<file path="config.mk">
export PLATFORM = sky130hd
export DESIGN_NAME = lsu_csr_apb_flat
export DESIGN_NICKNAME = d
export VERILOG_FILES = /design/src/rtl/lsu_pkg.sv /design/src/rtl/lsu_cfg_if.sv /design/src/rtl/lsu_csr_apb.sv /design/src/flat_wrapper.sv
export SDC_FILE = /design/constraint.sdc
export NUM_CORES = 1
export LEC_CHECK = 0
export CAP_MARGIN = 20
export CELL_PAD_IN_SITES_DETAIL_PLACEMENT = 1
export CELL_PAD_IN_SITES_GLOBAL_PLACEMENT = 2
export CORE_MARGIN = 1
export CORE_UTILIZATION = 40
export CTS_BUF_LIST = sky130_fd_sc_hd__clkbuf_4 sky130_fd_sc_hd__clkbuf_8
export DETAILED_ROUTE_END_ITERATION = 16
export DONT_BUFFER_PORTS = 1
export GPL_ROUTABILITY_DRIVEN = 0
export MAX_ROUTING_LAYER = met4
export PLACE_DENSITY_LB_ADDON = 0.12
export SETUP_SLACK_MARGIN = 0.15
export SLEW_MARGIN = 20
export SYNTH_ARGS = -nofsm -noshare
export SYNTH_HDL_FRONTEND = slang
export SYNTH_SLANG_ARGS = --single-unit
</file>
<file path="constraint.sdc">
create_clock -name clk -period 2.4 [get_ports clk]
set_clock_uncertainty 0.2 [all_clocks]
set_input_delay 0.12 -clock clk [delete_from_list [all_inputs] [get_ports clk]]
set_output_delay 0.12 -clock clk [all_outputs]
set_load 0.01 [all_outputs]
</file>
<file path="src/rtl/lsu_pkg.sv">
//************************************************
// Load/store unit shared definitions
// Widths, vector types, access size and cause
// codes, APB register map and reset values
//************************************************

package lsu_pkg;

   // DCCM geometry
   localparam int DCCM_WORDS      = 256;
   localparam int DCCM_IDX_W      = 8;
   localparam int DCCM_REGION_LSB = 10;   // First bit that selects the 1 KiB region

   typedef logic [31:0]           addr_t;
   typedef logic [31:0]           data_t;
   typedef logic [11:0]           offset_t;   // Treated as signed
   typedef logic [3:0]            byte_en_t;
   typedef logic [1:0]            size_t;
   typedef logic [1:0]            cause_t;
   typedef logic [DCCM_IDX_W-1:0] dccm_idx_t;
   typedef logic [11:0]           apb_addr_t;
   typedef logic [15:0]           fault_cnt_t;

   // Access size codes
   localparam size_t SIZE_BYTE = 2'd0;
   localparam size_t SIZE_HALF = 2'd1;
   localparam size_t SIZE_WORD = 2'd2;

   // Exception causes with misaligned ahead of access fault
   localparam cause_t CAUSE_NONE     = 2'd0;
   localparam cause_t CAUSE_MISALIGN = 2'd1;
   localparam cause_t CAUSE_ACCESS   = 2'd2;

   // APB register offsets
   localparam apb_addr_t REG_DCCM_BASE = 12'h000;
   localparam apb_addr_t REG_TRIG_ADDR = 12'h004;
   localparam apb_addr_t REG_TRIG_CTRL = 12'h008;
   localparam apb_addr_t REG_FAULT_CNT = 12'h00C;

   localparam addr_t DCCM_BASE_RESET = 32'h8000_0000;

endpackage

</file>
<file path="src/rtl/lsu_cfg_if.sv">
//************************************************
// Configuration interface
// Register block settings to the address stage,
// fault events back to the counter
//************************************************
`timescale 1ns/1ps

interface lsu_cfg_if;
   import lsu_pkg::*;

   addr_t dccm_base;       // Low region bits are zero
   addr_t trig_addr;
   logic  trig_load_en;
   logic  trig_store_en;
   logic  fault_pulse;     // One cycle per faulting request

   modport csr (output dccm_base, trig_addr, trig_load_en, trig_store_en,
                input  fault_pulse);

   modport stage (input  dccm_base, trig_addr, trig_load_en, trig_store_en,
                  output fault_pulse);

endinterface

</file>
<file path="src/rtl/lsu_csr_apb.sv">
//************************************************
// LSU configuration registers on APB
// DCCM base, data trigger address and enables,
// saturating fault counter. Zero wait states
//************************************************
`timescale 1ns/1ps

module lsu_csr_apb (
   input  logic               clk,
   input  logic               rst_n,
   input  logic               psel,
   input  logic               penable,
   input  logic               pwrite,
   input  lsu_pkg::apb_addr_t paddr,
   input  lsu_pkg::data_t     pwdata,
   output lsu_pkg::data_t     prdata,
   output logic               pready,
   output logic               pslverr,
   lsu_cfg_if.csr             cfg
);
   import lsu_pkg::*;

   logic [31:DCCM_REGION_LSB] base_hi;     // Only the region bits are stored
   addr_t                     base_full;
   addr_t                     trig_addr_q;
   logic                      load_en_q;
   logic                      store_en_q;
   fault_cnt_t                fault_cnt;
   logic                      reg_hit;
   logic                      wr_en;

   assign wr_en  = psel & penable & pwrite;
   assign pready = 1'b1;
   assign pslverr = psel & penable & ~reg_hit;

   assign base_full = {base_hi, {DCCM_REGION_LSB{1'b0}}};

   //************************************************
   // Read mux and offset decode
   //************************************************
   always_comb begin
      prdata  = '0;
      reg_hit = 1'b1;
      case (paddr)
         REG_DCCM_BASE: prdata = base_full;
         REG_TRIG_ADDR: prdata = trig_addr_q;
         REG_TRIG_CTRL: prdata = data_t'({store_en_q, load_en_q});
         REG_FAULT_CNT: prdata = data_t'(fault_cnt);
         default:       reg_hit = 1'b0;     // Unmapped offset
      endcase
   end

   //************************************************
   // Register writes and fault counter
   //************************************************
   always_ff @(posedge clk or negedge rst_n) begin
      if (!rst_n) begin
         base_hi     <= DCCM_BASE_RESET[31:DCCM_REGION_LSB];
         trig_addr_q <= '0;
         load_en_q   <= 1'b0;
         store_en_q  <= 1'b0;
         fault_cnt   <= '0;
      end else begin
         if (wr_en && paddr == REG_DCCM_BASE)
            base_hi <= pwdata[31:DCCM_REGION_LSB];
         if (wr_en && paddr == REG_TRIG_ADDR)
            trig_addr_q <= pwdata;
         if (wr_en && paddr == REG_TRIG_CTRL) begin
            load_en_q  <= pwdata[0];
            store_en_q <= pwdata[1];
         end
         // Clear beats a fault in the same cycle
         if (wr_en && paddr == REG_FAULT_CNT)
            fault_cnt <= '0;
         else if (cfg.fault_pulse && fault_cnt != '1)
            fault_cnt <= fault_cnt + 1'b1;     // Saturates at all ones
      end
   end

   assign cfg.dccm_base     = base_full;
   assign cfg.trig_addr     = trig_addr_q;
   assign cfg.trig_load_en  = load_en_q;
   assign cfg.trig_store_en = store_en_q;

endmodule

</file>
<file path="src/flat_wrapper.sv">
// flat-port wrapper written by rule: the top's interface ports become plain ports
module lsu_csr_apb_flat import lsu_pkg::*;
  (clk, rst_n, psel, penable, pwrite, paddr, pwdata, prdata, pready, pslverr, cfg_dccm_base, cfg_trig_addr, cfg_trig_load_en, cfg_trig_store_en, cfg_fault_pulse);
  lsu_cfg_if cfg_i ();
  input  logic clk;
  input  logic rst_n;
  input  logic psel;
  input  logic penable;
  input  logic pwrite;
  input  lsu_pkg::apb_addr_t paddr;
  input  lsu_pkg::data_t pwdata;
  output lsu_pkg::data_t prdata;
  output logic pready;
  output logic pslverr;
  output wire logic [$bits(cfg_i.dccm_base)-1:0] cfg_dccm_base;
  output wire logic [$bits(cfg_i.trig_addr)-1:0] cfg_trig_addr;
  output wire logic [$bits(cfg_i.trig_load_en)-1:0] cfg_trig_load_en;
  output wire logic [$bits(cfg_i.trig_store_en)-1:0] cfg_trig_store_en;
  input wire logic [$bits(cfg_i.fault_pulse)-1:0] cfg_fault_pulse;
  assign cfg_dccm_base = cfg_i.dccm_base;
  assign cfg_trig_addr = cfg_i.trig_addr;
  assign cfg_trig_load_en = cfg_i.trig_load_en;
  assign cfg_trig_store_en = cfg_i.trig_store_en;
  assign cfg_i.fault_pulse = cfg_fault_pulse;
  lsu_csr_apb u_core (.clk(clk), .rst_n(rst_n), .psel(psel), .penable(penable), .pwrite(pwrite), .paddr(paddr), .pwdata(pwdata), .prdata(prdata), .pready(pready), .pslverr(pslverr), .cfg(cfg_i));
endmodule
</file>
==> impl_metrics.toml <==
[placement]
dp_slack_ns = 0.307
port_buffers = 0
hpwl_mm = 6.57
post_dp_cell_area_um2 = 3860

[sta]
worst_path_setup_slack_after_routing_ns = 0.301
final_period_minus_worst_setup_slack_ns = 2.10
final-max-slew-violation-count = 0
slew-limit-headroom_pct = 59.5
totalNegativeSetupSlack_ns = 0
hold_viol_final = 0
setup-violations-final = 0
timing.fmax_ghz = 0.476
timing.final.crit_share_pct = 87.5
rsz0062_at_grt = "no"
worst-slew-pin-transition_ns = 0.607

[synth]
ys_warn_count = 0
yosysUniqueCellTypes = 42
netlist.area_leader.share_pct = 46.9
yosys.cell_count.top_type = "sky130_fd_sc_hd__dfrtp_1"
synth-seq-area-share_pct = 47.6
synth.avg_cell_area_um2 = 11.6
synth.largest_area_cell = "sky130_fd_sc_hd__dfrtp_1"
dominantRegCellSynth = "sky130_fd_sc_hd__dfrtp_1"
ys_seq_elements = 72
number_of_synthesized_flops_with_an_enable_pin = 0
ys_top_cells_by_count = "sky130_fd_sc_hd__dfrtp_1 (71), sky130_fd_sc_hd__nor2_1 (42), sky130_fd_sc_hd__mux2_1 (36)"
synth.top_cells.by_area = "sky130_fd_sc_hd__dfrtp_1 (47%), sky130_fd_sc_hd__mux2_1 (11%), sky130_fd_sc_hd__mux2_4 (7.9%)"
synthesis.area_um2 = 3790
ys_async_sr_fraction_pct = 100
post_synth_inst_count = 326

[detailed_routing]
drt-met1-wl_mm = 4.23
dr.pass1.iters = 4
drt-vias-per-instance = 5.62
drt-total-wl_mm = 9.93
drc_errors = 0
route.top_layer_used = "met4"
routed_wire_length_per_instance_um = 20.5
drtIter0Drc = 74
route.met2.wl_mm = 5.11
met3WireLength_um = 509
dr_total_vias = 2728
ant_nets = 0

[cts]
htreeDepth = 3
cts_tree = "built"
cts_sinks = 72
cts_buffer_depth = 2
clock_tree_root = "sky130_fd_sc_hd__clkbuf_8"
clkSlewWorstSetupHoldPaths_ns = 0.08
post-cts-setup-buffers = 0
clk_latency_ns = 0.34
tritoncts.num_buffers = 9

[grt]
grt_overflow = 0
grt_antenna_before_repair = 0
groute.usage.overall_pct = 21.6
grt_pass1_wl_mm = 15.9
largest_net_degree_at_the_start_of_global_routing = 73
first_global_vias = 2993

[worst_setup_path]
worst-endpoint-arrival_ns = 2.11
worstRegToRegCells = 5
crit_type = "reg2reg"
rr_startpoint = "u_core.fault_cnt[12]"
rr_endpoint = "u_core.fault_cnt[0]"
regToRegSetupSlack_ns = 0.30
crit_path_start_kind = "register"
timing.critical_path.to_type = "register"
required_ns = 2.41
path_max_fanout = 7

[power]
power.density_cell_area_nw_per_um2 = 608
leakagePower_nw = 2.17
vdd_drop_max_mv = 0.259

[final_layout]
finish.net_count = 420
finish.instance_area_um2 = 4530
num_antenna_cells = 0
area_delta_synth_final_pct = 19.6
layout.filler_cells = 983
post_route_cells_drive_above_1_share_pct = 15.5

[floorplan]
boundaryPins = 150
initial_core_utilization_pct = 41.2
area_of_the_die_um2 = 9870
dieHeight_um = 99.4
die_width_um = 99.4
fp.coreArea_um2 = 9200
rows = 35

[outcome]
outcome = "complete, no violations"

[worst_hold_path]
hold_class = "in2reg"
hold_path_startpoint = "paddr[10]"
hold-path-cell-count = 3
min_delay_worst_endpoint = "u_core.fault_cnt[3]"

[job]
maxCapViolCount = 0
-- worst max-delay path, stage by stage (launching register included) --
cell and delay (ns):
sky130_fd_sc_hd__dfrtp_1 0.51, sky130_fd_sc_hd__nand4_1 0.33, sky130_fd_sc_hd__o41ai_1 0.53, sky130_fd_sc_hd__buf_4 0.20
sky130_fd_sc_hd__xor2_1 0.15, sky130_fd_sc_hd__nor2_1 0.05
-- how the worst max path moves through the flow --
stage	cells past startpoint	from	end
6_report	5	u_core.fault_cnt[12]	u_core.fault_cnt[0]
5_1_grt	5	u_core.fault_cnt[12]	u_core.fault_cnt[0]
4_1_cts	6	paddr[9]	u_core.cfg.trig_store_en
3_5_place_dp	6	u_core.fault_cnt[0]	u_core.fault_cnt[15]
3_3_place_gp	6	u_core.fault_cnt[0]	u_core.fault_cnt[15]
2_1_floorplan	6	paddr[5]	u_core.base_hi[11]
-- flip-flops by register name (all words and copies together), names as in the netlist --
name / flops
u_core.cfg.trig_addr: 32
u_core.base_hi: 22
u_core.fault_cnt: 16
u_core.cfg.trig_load_en: 1
u_core.cfg.trig_store_en: 1
-- cell families (layout without fill, tap and decap cells) --
group,Yosys count,after routing,synth area share (%)
multiplexers,89,89,27.6
buffers and inverters,29,68,4.49
XOR/XNOR,3,3,0.693
AND/OR/NAND/NOR,99,99,13.7
adder cells (fa/ha/maj),1,1,0.330
other,2,11,0.198
AO/OA/AOI/OAI,31,31,5.48
flip-flops,72,72,47.6
-- cells in the final DEF (no fill, tap or decap), types with 2 or more instances in the layout --
cell,instances
sky130_fd_sc_hd__o211ai_1,2
sky130_fd_sc_hd__and4_1,6
sky130_fd_sc_hd__a21oi_1,6
sky130_fd_sc_hd__clkinvlp_4,2
sky130_fd_sc_hd__mux2_1,36
sky130_fd_sc_hd__a21o_1,2
sky130_fd_sc_hd__xnor2_1,2
sky130_fd_sc_hd__clkbuf_8,10
sky130_fd_sc_hd__dfrtp_1,71
sky130_fd_sc_hd__mux2i_1,25
sky130_fd_sc_hd__o31ai_1,4
sky130_fd_sc_hd__nor4_4,2
sky130_fd_sc_hd__o21ai_0,3
sky130_fd_sc_hd__or3_1,2
sky130_fd_sc_hd__mux2_4,20
sky130_fd_sc_hd__a22oi_1,8
sky130_fd_sc_hd__dlygate4sd3_1,41
sky130_fd_sc_hd__a31oi_1,2
sky130_fd_sc_hd__nor3_1,5
sky130_fd_sc_hd__nand4_1,7
sky130_fd_sc_hd__or4_1,5
sky130_fd_sc_hd__nor2_1,42
sky130_fd_sc_hd__buf_4,7
sky130_fd_sc_hd__bufinv_16,2
sky130_fd_sc_hd__and3_1,5
sky130_fd_sc_hd__nand2_1,13
sky130_fd_sc_hd__nand3_1,7
sky130_fd_sc_hd__inv_1,2
sky130_fd_sc_hd__mux2_2,8
sky130_fd_sc_hd__conb_1,11
-- per-layer routing --
metal / vias up / track usage, %
li1: 1249 / -
met4: 0 / 7.92
met1: 1391 / 25.8
met5: - / -
met3: 6 / 5.27
met2: 82 / 35.7
-- where the power goes --
part / switching, mW / total (mW) / internal (mW)
registers: 0.0973 / 1.37 / 1.27
logic: 0.147 / 0.296 / 0.149
clock network: 0.465 / 1.09 / 0.624
-- cell type report --
class | count | area [µm²] | area share [%]
clock buffer | 11 | 145 | 3.20
sequential | 72 | 1800 | 39.8
clock inverter | 5 | 80.1 | 1.77
inverter | 3 | 11.3 | 0.248
tap | 111 | 139 | 3.06
timing repair buffer | 49 | 490 | 10.8
multi-input combinational | 234 | 1860 | 41.1
-- repair_timing --
| action | 4_1_cts | 5_1_grt |
|---|---|---|
| gates resized for setup | 0 | 2 |
| endpoints found under the setup margin | 0 | 3 |
| hold buffers | 42 | 0 |
| endpoints found under the hold margin | 137 | 0 |
-- metrics by stage --
step	util [%]	hold WS [ns]	total power, mW	instances
floorplan	-	-0.376	1.56	335
global placement	42.0	-0.374	1.59	427
detailed placement	42.0	-0.374	1.60	427
CTS	49.2	0.0771	2.79	485
global route	49.3	0.0745	2.88	485
finish	49.3	0.0815	2.75	485
(Power assumes the default switching activity.)
