<file path="src/rtl/lsu_pkg.sv">
//************************************************
// Load/store unit shared definitions
// Widths, vector types, access size and cause
// codes, APB register map and reset values
//************************************************

package lsu_pkg;

   // DCCM geometry
   localparam int DCCM_WORDS      = 256;
   localparam int DCCM_IDX_W      = 8;
   localparam int DCCM_REGION_LSB = 10;   // First bit that selects the 1 KiB region

   typedef logic [31:0]           addr_t;
   typedef logic [31:0]           data_t;
   typedef logic [11:0]           offset_t;   // Treated as signed
   typedef logic [3:0]            byte_en_t;
   typedef logic [1:0]            size_t;
   typedef logic [1:0]            cause_t;
   typedef logic [DCCM_IDX_W-1:0] dccm_idx_t;
   typedef logic [11:0]           apb_addr_t;
   typedef logic [15:0]           fault_cnt_t;

   // Access size codes
   localparam size_t SIZE_BYTE = 2'd0;
   localparam size_t SIZE_HALF = 2'd1;
   localparam size_t SIZE_WORD = 2'd2;

   // Exception causes with misaligned ahead of access fault
   localparam cause_t CAUSE_NONE     = 2'd0;
   localparam cause_t CAUSE_MISALIGN = 2'd1;
   localparam cause_t CAUSE_ACCESS   = 2'd2;

   // APB register offsets
   localparam apb_addr_t REG_DCCM_BASE = 12'h000;
   localparam apb_addr_t REG_TRIG_ADDR = 12'h004;
   localparam apb_addr_t REG_TRIG_CTRL = 12'h008;
   localparam apb_addr_t REG_FAULT_CNT = 12'h00C;

   localparam addr_t DCCM_BASE_RESET = 32'h8000_0000;

endpackage

</file>
<file path="src/rtl/lsu_dccm_if.sv">
//************************************************
// DCCM interface
// Word request from DC2, read data back in DC3
//************************************************
`timescale 1ns/1ps

interface lsu_dccm_if;
   import lsu_pkg::*;

   logic      rden;
   logic      wren;
   dccm_idx_t idx;
   byte_en_t  byte_en;
   data_t     wr_data;      // Already shifted into its lanes
   data_t     rd_data;      // Valid the cycle after rden

   modport stage (output rden, wren, idx, byte_en, wr_data);

   modport align (input rd_data);

   modport ram (input  rden, wren, idx, byte_en, wr_data,
                output rd_data);

endinterface

</file>
<file path="src/rtl/lsu_load_align.sv">
//************************************************
// LSU DC3 load alignment
// Byte and half select with sign or zero
// extension, response outputs
//************************************************
`timescale 1ns/1ps

module lsu_load_align (
   input  logic            clk,
   input  logic            rst_n,
   input  logic            dc2_valid,
   input  lsu_pkg::addr_t  dc2_addr,
   input  lsu_pkg::size_t  dc2_size,
   input  logic            dc2_unsigned,
   input  lsu_pkg::cause_t dc2_cause,
   input  logic            dc2_trigger,
   input  logic            dc2_store,
   lsu_dccm_if.align       dccm,
   output logic            resp_valid,
   output lsu_pkg::data_t  resp_data,
   output lsu_pkg::cause_t resp_cause,
   output lsu_pkg::addr_t  resp_addr,
   output logic            resp_trigger
);
   import lsu_pkg::*;

   logic   dc3_valid;
   logic   dc3_store;
   addr_t  dc3_addr;
   size_t  dc3_size;
   logic   dc3_unsigned;
   cause_t dc3_cause;
   logic   dc3_trigger;
   data_t  shifted;
   data_t  ld_data;

   always_ff @(posedge clk or negedge rst_n) begin
      if (!rst_n)
         dc3_valid <= 1'b0;
      else
         dc3_valid <= dc2_valid;
   end

   always_ff @(posedge clk) begin
      dc3_store    <= dc2_store;
      dc3_addr     <= dc2_addr;
      dc3_size     <= dc2_size;
      dc3_unsigned <= dc2_unsigned;
      dc3_cause    <= dc2_cause;
      dc3_trigger  <= dc2_trigger;
   end

   assign shifted = dccm.rd_data >> {dc3_addr[1:0], 3'b000};   // Addressed lane to bit 0

   always_comb begin
      case (dc3_size)
         SIZE_BYTE: ld_data = {{24{~dc3_unsigned & shifted[7]}}, shifted[7:0]};
         SIZE_HALF: ld_data = {{16{~dc3_unsigned & shifted[15]}}, shifted[15:0]};
         default:   ld_data = shifted;
      endcase
   end

   assign resp_valid   = dc3_valid;
   assign resp_data    = (!dc3_store && dc3_cause == CAUSE_NONE) ? ld_data : '0;
   assign resp_cause   = dc3_cause;
   assign resp_addr    = dc3_addr;
   assign resp_trigger = dc3_valid & dc3_trigger;

endmodule

</file>
<file path="src/flat_wrapper.sv">
// flat-port wrapper written by rule: the top's interface ports become plain ports
module lsu_load_align_flat import lsu_pkg::*;
  (clk, rst_n, dc2_valid, dc2_addr, dc2_size, dc2_unsigned, dc2_cause, dc2_trigger, dc2_store, resp_valid, resp_data, resp_cause, resp_addr, resp_trigger, dccm_rd_data);
  lsu_dccm_if dccm_i ();
  input  logic clk;
  input  logic rst_n;
  input  logic dc2_valid;
  input  lsu_pkg::addr_t dc2_addr;
  input  lsu_pkg::size_t dc2_size;
  input  logic dc2_unsigned;
  input  lsu_pkg::cause_t dc2_cause;
  input  logic dc2_trigger;
  input  logic dc2_store;
  output logic resp_valid;
  output lsu_pkg::data_t resp_data;
  output lsu_pkg::cause_t resp_cause;
  output lsu_pkg::addr_t resp_addr;
  output logic resp_trigger;
  input wire logic [$bits(dccm_i.rd_data)-1:0] dccm_rd_data;
  assign dccm_i.rd_data = dccm_rd_data;
  lsu_load_align u_core (.clk(clk), .rst_n(rst_n), .dc2_valid(dc2_valid), .dc2_addr(dc2_addr), .dc2_size(dc2_size), .dc2_unsigned(dc2_unsigned), .dc2_cause(dc2_cause), .dc2_trigger(dc2_trigger), .dc2_store(dc2_store), .dccm(dccm_i), .resp_valid(resp_valid), .resp_data(resp_data), .resp_cause(resp_cause), .resp_addr(resp_addr), .resp_trigger(resp_trigger));
endmodule
</file>
<file path="config.mk">
export PLATFORM = sky130hd
export DESIGN_NAME = lsu_load_align_flat
export DESIGN_NICKNAME = d
export VERILOG_FILES = /design/src/rtl/lsu_pkg.sv /design/src/rtl/lsu_dccm_if.sv /design/src/rtl/lsu_load_align.sv /design/src/flat_wrapper.sv
export SDC_FILE = /design/constraint.sdc
export NUM_CORES = 1
export LEC_CHECK = 0
export BUFFER_PORTS_ARGS = -buffer_cell sky130_fd_sc_hd__buf_2
export CAP_MARGIN = 0
export CORE_UTILIZATION = 42
export CTS_BUF_LIST = sky130_fd_sc_hd__clkbuf_4 sky130_fd_sc_hd__clkbuf_8 sky130_fd_sc_hd__clkbuf_16
export DETAILED_ROUTE_END_ITERATION = 10
export GPL_TIMING_DRIVEN = 0
export PLACE_DENSITY = 0.86
export SLEW_MARGIN = 40
export SYNTH_ARGS = -nofsm -noshare
export SYNTH_HDL_FRONTEND = slang
export SYNTH_SLANG_ARGS = --single-unit
</file>
<file path="constraint.sdc">
create_clock -name clk -period 2.8 [get_ports clk]
set_clock_uncertainty 0.05 [all_clocks]
set_input_delay 0.28 -clock clk [delete_from_list [all_inputs] [get_ports clk]]
set_output_delay 0.28 -clock clk [all_outputs]
set_load 0.02 [all_outputs]
</file>
==> out/metrics.csv, run 1 <==
metric,value,unit
Ys Warns,0,
H-tree levels,2,
post-detail-place hpwl,4.15,mm
Synth top cells by count,"dfxtp_1, mux2_2, nand3_1, o211ai_1, nor2_1",
Synth Flop Type,dfxtp_1,
Die Ht,66.7,µm
slowest CP cell,mux4_2,
Final min period,2320,ps
DRT iter0 DRCs,123,
Crit path largest cell delay,600,ps
"CTS clk-pin slew, worst paths",70,ps
CTS tree,built,
number of global-route vias before repair,1650,
worst rel slew slack,0.552,
post-route clock period utilization,0.830,
drt total wl,5.23,mm
die area,0.00444,mm²
Avg WL per Cell,14.6,µm
worst-case clock buffer depth,2,
Yosys cell types,32,
routability cong.,0.819,
"top cells by area, synth","dfxtp_1, mux2_2, o211ai_1",
Place WS,770,ps
Overall Power,1.34,mW
largest net degree at the start of global routing,14,
Area Overhead vs Synth,50.7,%
CP Data Required Time,2470,ps
grt ovf,0,
Post-CTS Resized,0,
GRT Util Overall,0.224,
Max Freq,430,MHz
post-CTS setup buffer count,0,
final cell count without fillers,358,
Setup TNS Final,0,ps
DRT antenna net count,0,
"FFs w/ async S/R, synth",0.0250,
fin nets,381,
first-pass GRT wire length,7.36,mm
Max-Cap Viols,0,
Post-synth EDFFs,0,
crit-path leading delay family,multiplexers,
Syn Nets,232,
share of cells above drive strength 1,0.597,
Yosys reg bits,40,
num ports,142,
Num CTS Buffers,5,
placed cells,349,
core area,0.00400,mm²
Mapped Cells,158,
CTS root buf,clkbuf_8,
Final Util,0.661,
# setup viols final,0,
die width,66.7,µm
Slew @ Worst Pin,670,ps
crit-path cells,mux4_2 -> a21boi_4 -> nor3_1 -> buf_2,
Startpoint Class,register,
post-synthesis sequential area ratio,0.459,
filler cell count,342,
VDD IR max,506,µV
"area leader, netlist",dfxtp_1,
vias,1834,
critical path class,reg2out,
Mapped Area,0.00176,mm²
DRC errors left,0,
Core Rows,23,
number of buffers added on ports,141,
Synth top area share,0.445,
LEAKAGE,1.31,nW
arrival time worst endpoint,1990,ps
Final WS setup,476,ps
Initial Utilization,0.439,
"count leader, synth",dfxtp_1,
CP Max Fanout,8,
Setup crit end kind,output port,
CTS Sinks,40,
RSZ-0062 raised after global routing,false,
mean area per synthesized cell,11.1,µm²
drt first pass iters,4,
Fin. Hold Viols,0,
initial antenna violation count,0,
status,"complete, no violations",
Antenna diodes,0,
hold crit path type,in2reg,
post-cts hold buffer count,1,
DR vias/cell,5.12,
count of pins over their slew limit,0,
Buffers & Inverters on Critical Path,1,
PwrDens,506,mW/mm²
==> cell families after synthesis <==
family,share of synthesized area
buffers and inverters,0.0570
muxes,0.164
AOI/OAI and AO/OA,0.175
and+or+nand+nor,0.140
DFF,0.459
xor gates and xnor gates,0.00499
==> state kept, by name, summed over array words and instances (netlist names) <==
signal / cells
u_core.resp_valid: 1
u_core.resp_cause: 2
u_core.resp_addr: 32
u_core.dc3_store: 1
u_core.dc3_trigger: 1
u_core.dc3_size: 2
u_core.dc3_unsigned: 1
==> metrics by stage <==
| step | hold slack [ps] | cell area, µm² |
|---|---|---|
| floorplan | -65.6 | 1760 |
| global placement | 4.58 | 2520 |
| detailed placement | 8.28 | 2520 |
| CTS | 37.6 | 2650 |
| global route | 30.0 | 2650 |
| finish | 45.8 | 2650 |
==> where the power goes <==
part | switching (mW) | total [mW] | leakage [nW] | internal [mW]
sequential | 0.0132 | 0.613 | 0.341 | 0.599
clock | 0.189 | 0.453 | 0.0541 | 0.264
combinational | 0.153 | 0.274 | 0.919 | 0.120
total | 0.356 | 1.34 | 1.31 | 0.983
==> path summary, 6_finish.rpt <==
kind                                      from              endpoint  slack, ps  cells after the start
max                        u_core.resp_addr[1]         resp_data[12]        480                      4
min                               dc2_addr[25]  u_core.resp_addr[25]         50                      1
max in group asynchronous                rst_n     u_core.resp_valid       2370                      2
min in group asynchronous                rst_n     u_core.resp_valid        250                      2
==> routing by layer <==
| metal | vias up | GRT usage | part of all wire |
|---|---|---|---|
| met4 | 0 | 0.0559 | 0.0092 |
| li1 | 893 | - | - |
| met5 | - | 0 | 0 |
| met1 | 825 | 0.232 | 0.36 |
| met2 | 109 | 0.436 | 0.53 |
| met3 | 7 | 0.0582 | 0.10 |
==> cell usage in the layout (no fill, tap or decap), types with 2 or more instances in the layout <==
master and count:
buf_2 146, dfxtp_1 39, mux2_2 16, nand3_1 15, o211ai_1 15, nor2_1 10, a221oi_1 8, nor3_1 8
mux2i_1 7, a211oi_1 7, clkbuf_8 5, buf_6 3, inv_1 3, clkbuf_1 2, and2_1 2
==> final cells by class <==
| class | count | area, µm² | share of cell area |
|---|---|---|---|
| buffer | 12 | 88.8 | 0.0336 |
| clock buffer | 5 | 68.8 | 0.0260 |
| clock inverter | 3 | 42.5 | 0.0161 |
| inverter | 3 | 11.3 | 0.00426 |
| multi-input combinational | 103 | 850 | 0.321 |
| sequential | 40 | 806 | 0.305 |
| tap | 50 | 62.6 | 0.0237 |
| timing repair buffer | 142 | 716 | 0.271 |
No activity file was read; power rests on OpenSTA's default activity.
==> run 2: changes to the inputs <==
- CORE_UTILIZATION: 42 -> 35
- PLACE_DENSITY: 0.86 -> 0.76
- clock period: 2.8 -> 2 ns (I/O delays scaled with it)
==> run 2 against run 1 <==
  * The flow now finishes with violations (setup timing)
  * Sequential share of layout area down 5.6 points
  * Core utilization up 2.3 points
  * Cell count up 18%
  * Largest cell class is now non-clock buffers
  * Global-route usage up 2.3 points
  * First-iteration DRC count down 47%
  * Die area up 19%
  * Worst hold slack better by 120 ps
  * Clock power up 50%
  * Sequential power up 40%
  * Setup slack worse by 500 ps
  * Count of clock-buffer cells in the layout up 1
  * Combinational power up 80%
  * Critical path type unchanged
==> out/metrics.csv, run 2 (same netlist as run 1, synthesis figures left out) <==
metric,value,unit
worst rel slew slack,0.695,
final instance area,0.00327,mm²
Startpoint Class,register,
count of pins over their slew limit,0,
drt total wl,6.62,mm
routability cong.,0.869,
fin nets,428,
failing checks,setup timing,
DR vias/cell,4.79,
"commonest non-fill, non-tap cells in the layout","buf_2, dlygate4sd3_1, dfxtp_1, mux2_2",
Power Internal,1.49,mW
number of buffers added on ports,141,
drt first pass iters,4,
arrival time worst endpoint,1780,ps
PwrDens,621,mW/mm²
Num CTS Buffers,5,
Setup crit end kind,output port,
Fin. Hold Viols,0,
GRT Util Overall,0.247,
vias,2021,
initial antenna violation count,0,
Die Ht,72.8,µm
die area,0.00530,mm²
Place WS,72.6,ps
CTS tree,built,
grt ovf,0,
DRT iter0 DRCs,65,
CP Data Required Time,1750,ps
CTS root buf,clkbuf_8,
Sw Share,0.265,
Antenna diodes,0,
critical path class,reg2out,
largest net degree at the start of global routing,14,
Area Overhead vs Synth,86.5,%
CP Max Fanout,8,
Max Freq,493,MHz
Comb power frac,0.243,
VDD IR max,580,µV
post-detail-place hpwl,4.31,mm
num ports,142,
Final min period,2030,ps
clock share of power,0.333,
Final WS setup,-26.4,ps
share of cells above drive strength 1,0.586,
# setup viols final,8,
Reg power frac,0.424,
status,"finished, violations left",
Avg WL per Cell,15.7,µm
core area,0.00479,mm²
Slew @ Worst Pin,457,ps
"CTS clk-pin slew, worst paths",70,ps
worst-case clock buffer depth,2,
placed cell area,0.00254,mm²
die width,72.8,µm
Initial Utilization,0.367,
CTS Sinks,40,
first-pass GRT wire length,9.83,mm
number of flip-flops in the largest register,32,
filler cell count,378,
DRC errors left,0,
RSZ-0062 raised after global routing,true,
post-route clock period utilization,1.01,
hold crit path type,in2async,
P_sw,0.539,mW
number of global-route vias before repair,2031,
Core Rows,25,
H-tree levels,2,
DRT antenna net count,0,
Max-Cap Viols,0,
LEAKAGE,1.56,nW
"most common cell after layout, fill and taps aside",buf_2,
run 2: area by class of cell:
class                   count  area, µm²  area share
plain buffers              12        126      0.0386
clock buffers               6       82.6      0.0252
clock inverters             2       38.8      0.0119
inverters                   3       11.3     0.00344
multi-input cells         103        915       0.279
flip-flops and latches     40        815       0.249
well taps                  67       83.8      0.0256
repair buffers            189       1200       0.367
run 2: repair_timing:
item | 4_1_cts | 5_1_grt
endpoints found under the hold margin | 41 | 0
pin swaps | 5 | 3
setup endpoints to repair | 31 | 26
hold buffers | 41 | 0
buffers inserted | 6 | 1
gates resized for setup | 20 | 19
run 2: per-stage QoR:
stage | util | instances | total power, mW | hold WS, ps | setup TNS, ps
after detailed placement | 0.532 | 366 | 1.26 | -73.4 | 0
after CTS | 0.667 | 421 | 2.01 | 155 | -119
after floorplan | - | 158 | 1.10 | -146 | 0
final | 0.684 | 422 | 2.03 | 167 | -130
after global routing | 0.684 | 422 | 2.11 | 185 | -788
after global placement | 0.532 | 366 | 1.25 | -75.4 | 0
run 2: layer usage:
metal,share of wire,wire length [µm],GRT usage,vias to the layer above
li1,-,-,-,987
met1,0.40,2620,0.280,902
met2,0.49,3260,0.442,121
met3,0.090,594,0.0580,11
met4,0.022,146,0.102,0
met5,0,0,0,-
run 2: worst paths after layout:
path                                startpoint  cells after the start              endpoint
hold / removal                           rst_n                      2     u_core.resp_valid
setup / recovery           u_core.resp_addr[1]                      5         resp_data[11]
min in group clk                  dc2_addr[25]                      2  u_core.resp_addr[25]
max in group asynchronous                rst_n                      2     u_core.resp_valid
run 2: critical path, cell delays in order, from the launching register on:
cell and delay (ps):
dfxtp_4 400, mux4_2 560, a21boi_4 180, buf_12 140, nor3_1 50, buf_2 170
run 2: power by group through the flow:
stage               clock, mW  sequential [mW]  combinational (mW)
floorplan                   0            0.924               0.172
global placement            0            0.875               0.376
detailed placement          0            0.876               0.382
CTS                     0.688            0.858               0.465
global route            0.721            0.865               0.523
finish                  0.678            0.861               0.494
