<file path="src/rtl/lsu_pkg.sv">
//************************************************
// Load/store unit shared definitions
// Widths, vector types, access size and cause
// codes, APB register map and reset values
//************************************************

package lsu_pkg;

   // DCCM geometry
   localparam int DCCM_WORDS      = 256;
   localparam int DCCM_IDX_W      = 8;
   localparam int DCCM_REGION_LSB = 10;   // First bit that selects the 1 KiB region

   typedef logic [31:0]           addr_t;
   typedef logic [31:0]           data_t;
   typedef logic [11:0]           offset_t;   // Treated as signed
   typedef logic [3:0]            byte_en_t;
   typedef logic [1:0]            size_t;
   typedef logic [1:0]            cause_t;
   typedef logic [DCCM_IDX_W-1:0] dccm_idx_t;
   typedef logic [11:0]           apb_addr_t;
   typedef logic [15:0]           fault_cnt_t;

   // Access size codes
   localparam size_t SIZE_BYTE = 2'd0;
   localparam size_t SIZE_HALF = 2'd1;
   localparam size_t SIZE_WORD = 2'd2;

   // Exception causes with misaligned ahead of access fault
   localparam cause_t CAUSE_NONE     = 2'd0;
   localparam cause_t CAUSE_MISALIGN = 2'd1;
   localparam cause_t CAUSE_ACCESS   = 2'd2;

   // APB register offsets
   localparam apb_addr_t REG_DCCM_BASE = 12'h000;
   localparam apb_addr_t REG_TRIG_ADDR = 12'h004;
   localparam apb_addr_t REG_TRIG_CTRL = 12'h008;
   localparam apb_addr_t REG_FAULT_CNT = 12'h00C;

   localparam addr_t DCCM_BASE_RESET = 32'h8000_0000;

endpackage

</file>
<file path="src/rtl/lsu_cfg_if.sv">
//************************************************
// Configuration interface
// Register block settings to the address stage,
// fault events back to the counter
//************************************************
`timescale 1ns/1ps

interface lsu_cfg_if;
   import lsu_pkg::*;

   addr_t dccm_base;       // Low region bits are zero
   addr_t trig_addr;
   logic  trig_load_en;
   logic  trig_store_en;
   logic  fault_pulse;     // One cycle per faulting request

   modport csr (output dccm_base, trig_addr, trig_load_en, trig_store_en,
                input  fault_pulse);

   modport stage (input  dccm_base, trig_addr, trig_load_en, trig_store_en,
                  output fault_pulse);

endinterface

</file>
<file path="src/rtl/lsu_dccm_if.sv">
//************************************************
// DCCM interface
// Word request from DC2, read data back in DC3
//************************************************
`timescale 1ns/1ps

interface lsu_dccm_if;
   import lsu_pkg::*;

   logic      rden;
   logic      wren;
   dccm_idx_t idx;
   byte_en_t  byte_en;
   data_t     wr_data;      // Already shifted into its lanes
   data_t     rd_data;      // Valid the cycle after rden

   modport stage (output rden, wren, idx, byte_en, wr_data);

   modport align (input rd_data);

   modport ram (input  rden, wren, idx, byte_en, wr_data,
                output rd_data);

endinterface

</file>
<file path="src/rtl/lsu_addr_stage.sv">
//************************************************
// LSU DC1 address stage
// Effective address, alignment and region checks,
// trigger match, store lanes, DC2 register
//************************************************
`timescale 1ns/1ps

module lsu_addr_stage (
   input  logic             clk,
   input  logic             rst_n,
   input  logic             req_valid,
   input  logic             req_store,
   input  lsu_pkg::size_t   req_size,
   input  logic             req_unsigned,
   input  lsu_pkg::addr_t   rs1,
   input  lsu_pkg::offset_t offset,
   input  lsu_pkg::data_t   store_data,
   lsu_cfg_if.stage         cfg,
   lsu_dccm_if.stage        dccm,
   output logic             dc2_valid,
   output logic             dc2_store,
   output lsu_pkg::addr_t   dc2_addr,
   output lsu_pkg::size_t   dc2_size,
   output logic             dc2_unsigned,
   output lsu_pkg::cause_t  dc2_cause,
   output logic             dc2_trigger
);
   import lsu_pkg::*;

   addr_t    dc1_addr;
   logic     misalign;
   logic     out_of_region;
   cause_t   dc1_cause;
   logic     dc1_trigger;
   byte_en_t dc1_byte_en;
   data_t    dc1_wr_data;
   byte_en_t dc2_byte_en;
   data_t    dc2_wr_data;
   logic     dc2_ok;

   assign dc1_addr = rs1 + {{20{offset[11]}}, offset};   // Sign-extended offset

   assign misalign = (req_size == SIZE_HALF && dc1_addr[0]) ||
                     (req_size == SIZE_WORD && dc1_addr[1:0] != 2'b00);
   assign out_of_region = dc1_addr[31:DCCM_REGION_LSB] != cfg.dccm_base[31:DCCM_REGION_LSB];

   assign dc1_cause = misalign      ? CAUSE_MISALIGN :
                      out_of_region ? CAUSE_ACCESS   : CAUSE_NONE;

   assign dc1_trigger = (dc1_addr == cfg.trig_addr) &&
                        (req_store ? cfg.trig_store_en : cfg.trig_load_en);

   // Byte enables and lane placement from size and low address bits
   always_comb begin
      case (req_size)
         SIZE_BYTE: dc1_byte_en = byte_en_t'(4'b0001) << dc1_addr[1:0];
         SIZE_HALF: dc1_byte_en = byte_en_t'(4'b0011) << dc1_addr[1:0];
         default:   dc1_byte_en = 4'b1111;
      endcase
      dc1_wr_data = store_data << {dc1_addr[1:0], 3'b000};
   end

   always_ff @(posedge clk or negedge rst_n) begin
      if (!rst_n)
         dc2_valid <= 1'b0;
      else
         dc2_valid <= req_valid;
   end

   always_ff @(posedge clk) begin
      dc2_store    <= req_store;
      dc2_addr     <= dc1_addr;
      dc2_size     <= req_size;
      dc2_unsigned <= req_unsigned;
      dc2_cause    <= dc1_cause;
      dc2_trigger  <= dc1_trigger;
      dc2_byte_en  <= dc1_byte_en;
      dc2_wr_data  <= dc1_wr_data;
   end

   assign dc2_ok = dc2_valid && dc2_cause == CAUSE_NONE;  // Faults never reach memory

   assign dccm.rden    = dc2_ok & ~dc2_store;
   assign dccm.wren    = dc2_ok & dc2_store;
   assign dccm.idx     = dc2_addr[DCCM_REGION_LSB-1:2];
   assign dccm.byte_en = dc2_byte_en;
   assign dccm.wr_data = dc2_wr_data;

   assign cfg.fault_pulse = dc2_valid && dc2_cause != CAUSE_NONE;

endmodule

</file>
<file path="src/flat_wrapper.sv">
// flat-port wrapper written by rule: the top's interface ports become plain ports
module lsu_addr_stage_flat import lsu_pkg::*;
  (clk, rst_n, req_valid, req_store, req_size, req_unsigned, rs1, offset, store_data, dc2_valid, dc2_store, dc2_addr, dc2_size, dc2_unsigned, dc2_cause, dc2_trigger, cfg_dccm_base, cfg_trig_addr, cfg_trig_load_en, cfg_trig_store_en, cfg_fault_pulse, dccm_rden, dccm_wren, dccm_idx, dccm_byte_en, dccm_wr_data);
  lsu_cfg_if cfg_i ();
  lsu_dccm_if dccm_i ();
  input  logic clk;
  input  logic rst_n;
  input  logic req_valid;
  input  logic req_store;
  input  lsu_pkg::size_t req_size;
  input  logic req_unsigned;
  input  lsu_pkg::addr_t rs1;
  input  lsu_pkg::offset_t offset;
  input  lsu_pkg::data_t store_data;
  output logic dc2_valid;
  output logic dc2_store;
  output lsu_pkg::addr_t dc2_addr;
  output lsu_pkg::size_t dc2_size;
  output logic dc2_unsigned;
  output lsu_pkg::cause_t dc2_cause;
  output logic dc2_trigger;
  input wire logic [$bits(cfg_i.dccm_base)-1:0] cfg_dccm_base;
  input wire logic [$bits(cfg_i.trig_addr)-1:0] cfg_trig_addr;
  input wire logic [$bits(cfg_i.trig_load_en)-1:0] cfg_trig_load_en;
  input wire logic [$bits(cfg_i.trig_store_en)-1:0] cfg_trig_store_en;
  output wire logic [$bits(cfg_i.fault_pulse)-1:0] cfg_fault_pulse;
  output wire logic [$bits(dccm_i.rden)-1:0] dccm_rden;
  output wire logic [$bits(dccm_i.wren)-1:0] dccm_wren;
  output wire logic [$bits(dccm_i.idx)-1:0] dccm_idx;
  output wire logic [$bits(dccm_i.byte_en)-1:0] dccm_byte_en;
  output wire logic [$bits(dccm_i.wr_data)-1:0] dccm_wr_data;
  assign cfg_i.dccm_base = cfg_dccm_base;
  assign cfg_i.trig_addr = cfg_trig_addr;
  assign cfg_i.trig_load_en = cfg_trig_load_en;
  assign cfg_i.trig_store_en = cfg_trig_store_en;
  assign cfg_fault_pulse = cfg_i.fault_pulse;
  assign dccm_rden = dccm_i.rden;
  assign dccm_wren = dccm_i.wren;
  assign dccm_idx = dccm_i.idx;
  assign dccm_byte_en = dccm_i.byte_en;
  assign dccm_wr_data = dccm_i.wr_data;
  lsu_addr_stage u_core (.clk(clk), .rst_n(rst_n), .req_valid(req_valid), .req_store(req_store), .req_size(req_size), .req_unsigned(req_unsigned), .rs1(rs1), .offset(offset), .store_data(store_data), .cfg(cfg_i), .dccm(dccm_i), .dc2_valid(dc2_valid), .dc2_store(dc2_store), .dc2_addr(dc2_addr), .dc2_size(dc2_size), .dc2_unsigned(dc2_unsigned), .dc2_cause(dc2_cause), .dc2_trigger(dc2_trigger));
endmodule
</file>
<file path="config.mk">
export PLATFORM = sky130hd
export DESIGN_NAME = lsu_addr_stage_flat
export DESIGN_NICKNAME = d
export VERILOG_FILES = /design/src/rtl/lsu_pkg.sv /design/src/rtl/lsu_cfg_if.sv /design/src/rtl/lsu_dccm_if.sv /design/src/rtl/lsu_addr_stage.sv /design/src/flat_wrapper.sv
export SDC_FILE = /design/constraint.sdc
export NUM_CORES = 1
export LEC_CHECK = 0
export BUFFER_PORTS_ARGS = -buffer_cell sky130_fd_sc_hd__buf_4
export CORE_AREA = 2 2 103 105
export CTS_CLUSTER_DIAMETER = 50
export DETAILED_ROUTE_END_ITERATION = 16
export DIE_AREA = 0 0 105 107
export MAX_ROUTING_LAYER = met4
export PLACE_DENSITY = 0.82
export SYNTH_ARGS = -nofsm -noshare
export SYNTH_HDL_FRONTEND = slang
export SYNTH_SLANG_ARGS = --single-unit
export TNS_END_PERCENT = 50
</file>
<file path="constraint.sdc">
create_clock -name clk -period 1.6 [get_ports clk]
set_input_delay 0.4 -clock clk [delete_from_list [all_inputs] [get_ports clk]]
set_output_delay 0.4 -clock clk [all_outputs]
set_load 0.05 [all_outputs]
</file>
==> out/qor.csv <==
stage,metric,value,unit
global_routing,grt_usage,0.365,
synth,synth_area_leader_cell,dfxtp_1,
synth,seq_area_frac_synth,0.304,
sta,max_freq,303,MHz
setup_path,critPathKind,primary input to register,
final_layout,antenna-diode-count,0,
global_routing,grt_pass1_wl,31.3,mm
min_path,hold_end,u_core.dc2_unsigned,
synth,synth_compound_area_frac,0.211,
setup_path,path_max_fanout,11,
final_layout,drive_above_1_share,0.567,
cts,clockRootBuffer,clkbuf_8,
drt,wirelength,24.2,mm
synth,synth_ff_type,dfxtp_1,
synth,yosysWarningCount,0,
sta,hold_slack,0.139,ns
final_layout,fin_nets,1100,
synth,synth_top_family_by_area,compound AO/OA/AOI/OAI gates,
sta,finalCritPeriodShare,2.06,
sta,finalSetupViolations,37,
place,dpl_cell_area,8030,um2
synth,synth_edf_count,0,
synth,synth-xor-area-share,0.159,
die,start_util,0.498,
synth,synth.area.top_cells,"dfxtp_1, xnor2_1, ha_1",
synth,synthAdderAreaFrac,0.0811,
sta,postLayoutSetupSlackWorst,-1.70,ns
synth,netlist.area_leader.share,0.299,
global_routing,grt_pass1_vias,6216,
power,power_leakage,0.00422,uW
cts,clock_path_buffers,2,
setup_path,crit_arrival,3.56,ns
die,rows,37,
sta,max_slew_margin,0.506,
final_layout,layout.cells.non_filler,1060,
die,die_y,107,um
cts,clkSlewWorstSetupHoldPaths,0.08,ns
min_path,min_path_type,primary input to register,
cts,cts_made_buffers,9,
sta,post-route-min-period,3.30,ns
die,die-area,11200,um2
synth,synth_nets,743,
setup_path,cp.required,1.87,ns
cts,htree_levels,3,
place,hpwl,15.0,mm
power,vdd_drop_max,0.707,mV
drt,firstDrtPassIters,6,
drt,ant_nets,0,
sta,maxSlewViolCount,0,
global_routing,antenna_found_initial,0,
sta,worstMarginPinSlew,0.739,ns
drt,drtIter0Drc,632,
min_path,hp-start,req_unsigned,
power,power_density,1030,nW/um2
global_routing,grt-ovfl-total,0,
sta,hold_viol,0,
die,boundaryPins,236,
run_status,status,"finished, violations left",
setup_path,start_kind,primary input,
synth,synth_area,5030,um2
synth,yosysUniqueCellTypes,75,
drt,wl_per_cell,22.8,um
drt,num_vias,6361,
cts,clock-sinks,76,
synth,synthArstFlopShare,0.0132,
die,fp.dieW,105,um
setup_path,critPathCaptureType,register,
place,gp_congestion,1.02,
sta,rsz0062_at_grt,true,
place,place_inst,1022,
synth,synthMuxAreaShare,0.0358,
synth,syn_avg_cell_area,8.95,um2
run,max-cap-violations,0,
synth,synth-simple-area-share,0.169,
final_layout,syn_to_final_growth,82.5,%
final_layout,fillers,413,
drt,via_per_inst,6.00,
min_path,hold_depth,1,
die,core_area,10100,um2
final_layout,stdcell_area,9180,um2
run_status,violations,negative setup slack,
drt,drc,0,
synth,synth_seq_cells,76,
cts,cts_tree,done,
global_routing,grt_max_degree,40,
place,numPortBuffers,225,
synth,syn_inst,562,
[synthesized netlist by cell type, drive strengths merged, types with 4 or more instances]
master	number
a21o	18
buf	19
o21ai	30
xnor2	45
ha	31
xor2	38
dfxtp	75
o21a	6
nor2b	17
mux2i	18
nor2	38
a2111oi	4
inv	7
nand4	16
nor4	4
o211ai	4
a31oi	8
and3	4
a211oi	13
nand2	49
and4	5
and2	11
clkbuf	16
a21oi	34
[area by class of cell]
cell class	instances	area [um2]	share of cell area
multi-input combinational	444	4220	0.460
clock buffer	11	141	0.0154
clock inverter	5	60.1	0.00654
sequential	76	1530	0.166
timing repair buffer	381	3040	0.331
tap	136	170	0.0185
inverter	7	26.3	0.00286
[worst max-delay path by stage]
stage	startpoint	end	slack, ns	cells after the start
finish	offset[11]	u_core.dc2_trigger	-1.70	14
global route	rs1[0]	u_core.dc2_trigger	-1.77	14
CTS	offset[0]	u_core.dc2_trigger	-1.39	14
detailed placement	offset[1]	u_core.dc2_trigger	-1.85	12
global placement	offset[0]	u_core.dc2_trigger	-1.77	13
floorplan	offset[0]	u_core.dc2_trigger	-1.37	12
[metal layers]
metal  track usage  share of wire
met5             -              0
met4         0.178          0.075
met3        0.0711          0.099
met2         0.660           0.49
met1         0.382           0.34
[cell families (layout without fill, tap and decap cells)]
logic type                 Yosys count  in the layout
DFF                                 76             76
xor gates and xnor gates            85             85
buffers and inverters               42            404
muxes                               18             18
AOI/OAI and AO/OA                  146            146
and+or+nand+nor                    163            163
adders and majority gates           32             32
[repair_timing]
| action | in CTS | in global routing |
|---|---|---|
| endpoints found under the hold margin | 1 | 0 |
| gates cloned | 3 | 0 |
| resized for setup | 74 | 56 |
| hold buffers | 1 | 0 |
| pin swaps | 36 | 30 |
| endpoints found under the setup margin | 48 | 38 |
| setup buffers | 12 | 11 |
[where the power goes]
part	switching [uW]	total [uW]	internal, uW	leakage [uW]
combinational	3280	5510	2230	0.00348
clock	769	1540	770	0.0000999
sequential	134	2360	2220	0.000641
total	4180	9410	5230	0.00422
[worst max-delay path, stage by stage]
cell	delay, ns
buf_12	0.13
buf_4	0.16
buf_4	0.15
ha_1	0.31
buf_4	0.16
buf_4	0.16
nand4_1	0.11
nor2_1	0.10
a2111oi_2	0.73
o21ai_4	0.16
xor2_2	0.31
xnor2_1	0.18
nand4_1	0.17
nor4_4	0.32
[through the flow]
step	setup TNS [ns]	worst slack [ns]	total power, uW	util
2_1_floorplan	-11.68	-1.37	5400	-
3_3_place_gp	-35.83	-1.77	6980	0.796
3_5_place_dp	-38.27	-1.85	7060	0.796
4_1_cts	-10.27	-1.39	8900	0.873
5_1_grt	-15.69	-1.77	9660	0.909
6_report	-15.03	-1.70	9410	0.909
[sequential cells by signal, indices dropped and copies added, names as in the netlist]
register,cells
u_core.dc2_unsigned,1
u_core.dc2_cause,2
u_core.dc2_store,1
u_core.dc2_addr,32
u_core.dccm.byte_en,4
u_core.dc2_trigger,1
u_core.dc2_size,2
u_core.dccm.wr_data,32
u_core.dc2_valid,1
[placed cells by master, fill, tap and decap left out, types with 6 or more instances in the layout]
| master | netlist | final |
|---|---|---|
| buf_6 | 1 | 24 |
| nand2_1 | 48 | 35 |
| o21ai_0 | 21 | 8 |
| and2_1 | 10 | 9 |
| clkbuf_8 | 0 | 10 |
| o21ai_2 | 2 | 7 |
| nor2b_1 | 16 | 15 |
| a21oi_4 | 1 | 6 |
| a21o_1 | 17 | 17 |
| inv_1 | 7 | 7 |
| nand2_2 | 1 | 10 |
| a211oi_1 | 11 | 6 |
| nor2_1 | 38 | 32 |
| ha_4 | 0 | 18 |
| nand4_1 | 16 | 16 |
| mux2i_1 | 18 | 18 |
| xnor2_1 | 45 | 36 |
| o21ai_1 | 7 | 10 |
| xnor2_2 | 0 | 9 |
| xor2_2 | 1 | 7 |
| xor2_1 | 36 | 27 |
| a21oi_1 | 32 | 24 |
| dfxtp_1 | 75 | 75 |
| buf_4 | 8 | 351 |
| ha_1 | 31 | 9 |
Power figures use the tool's default switching activity.
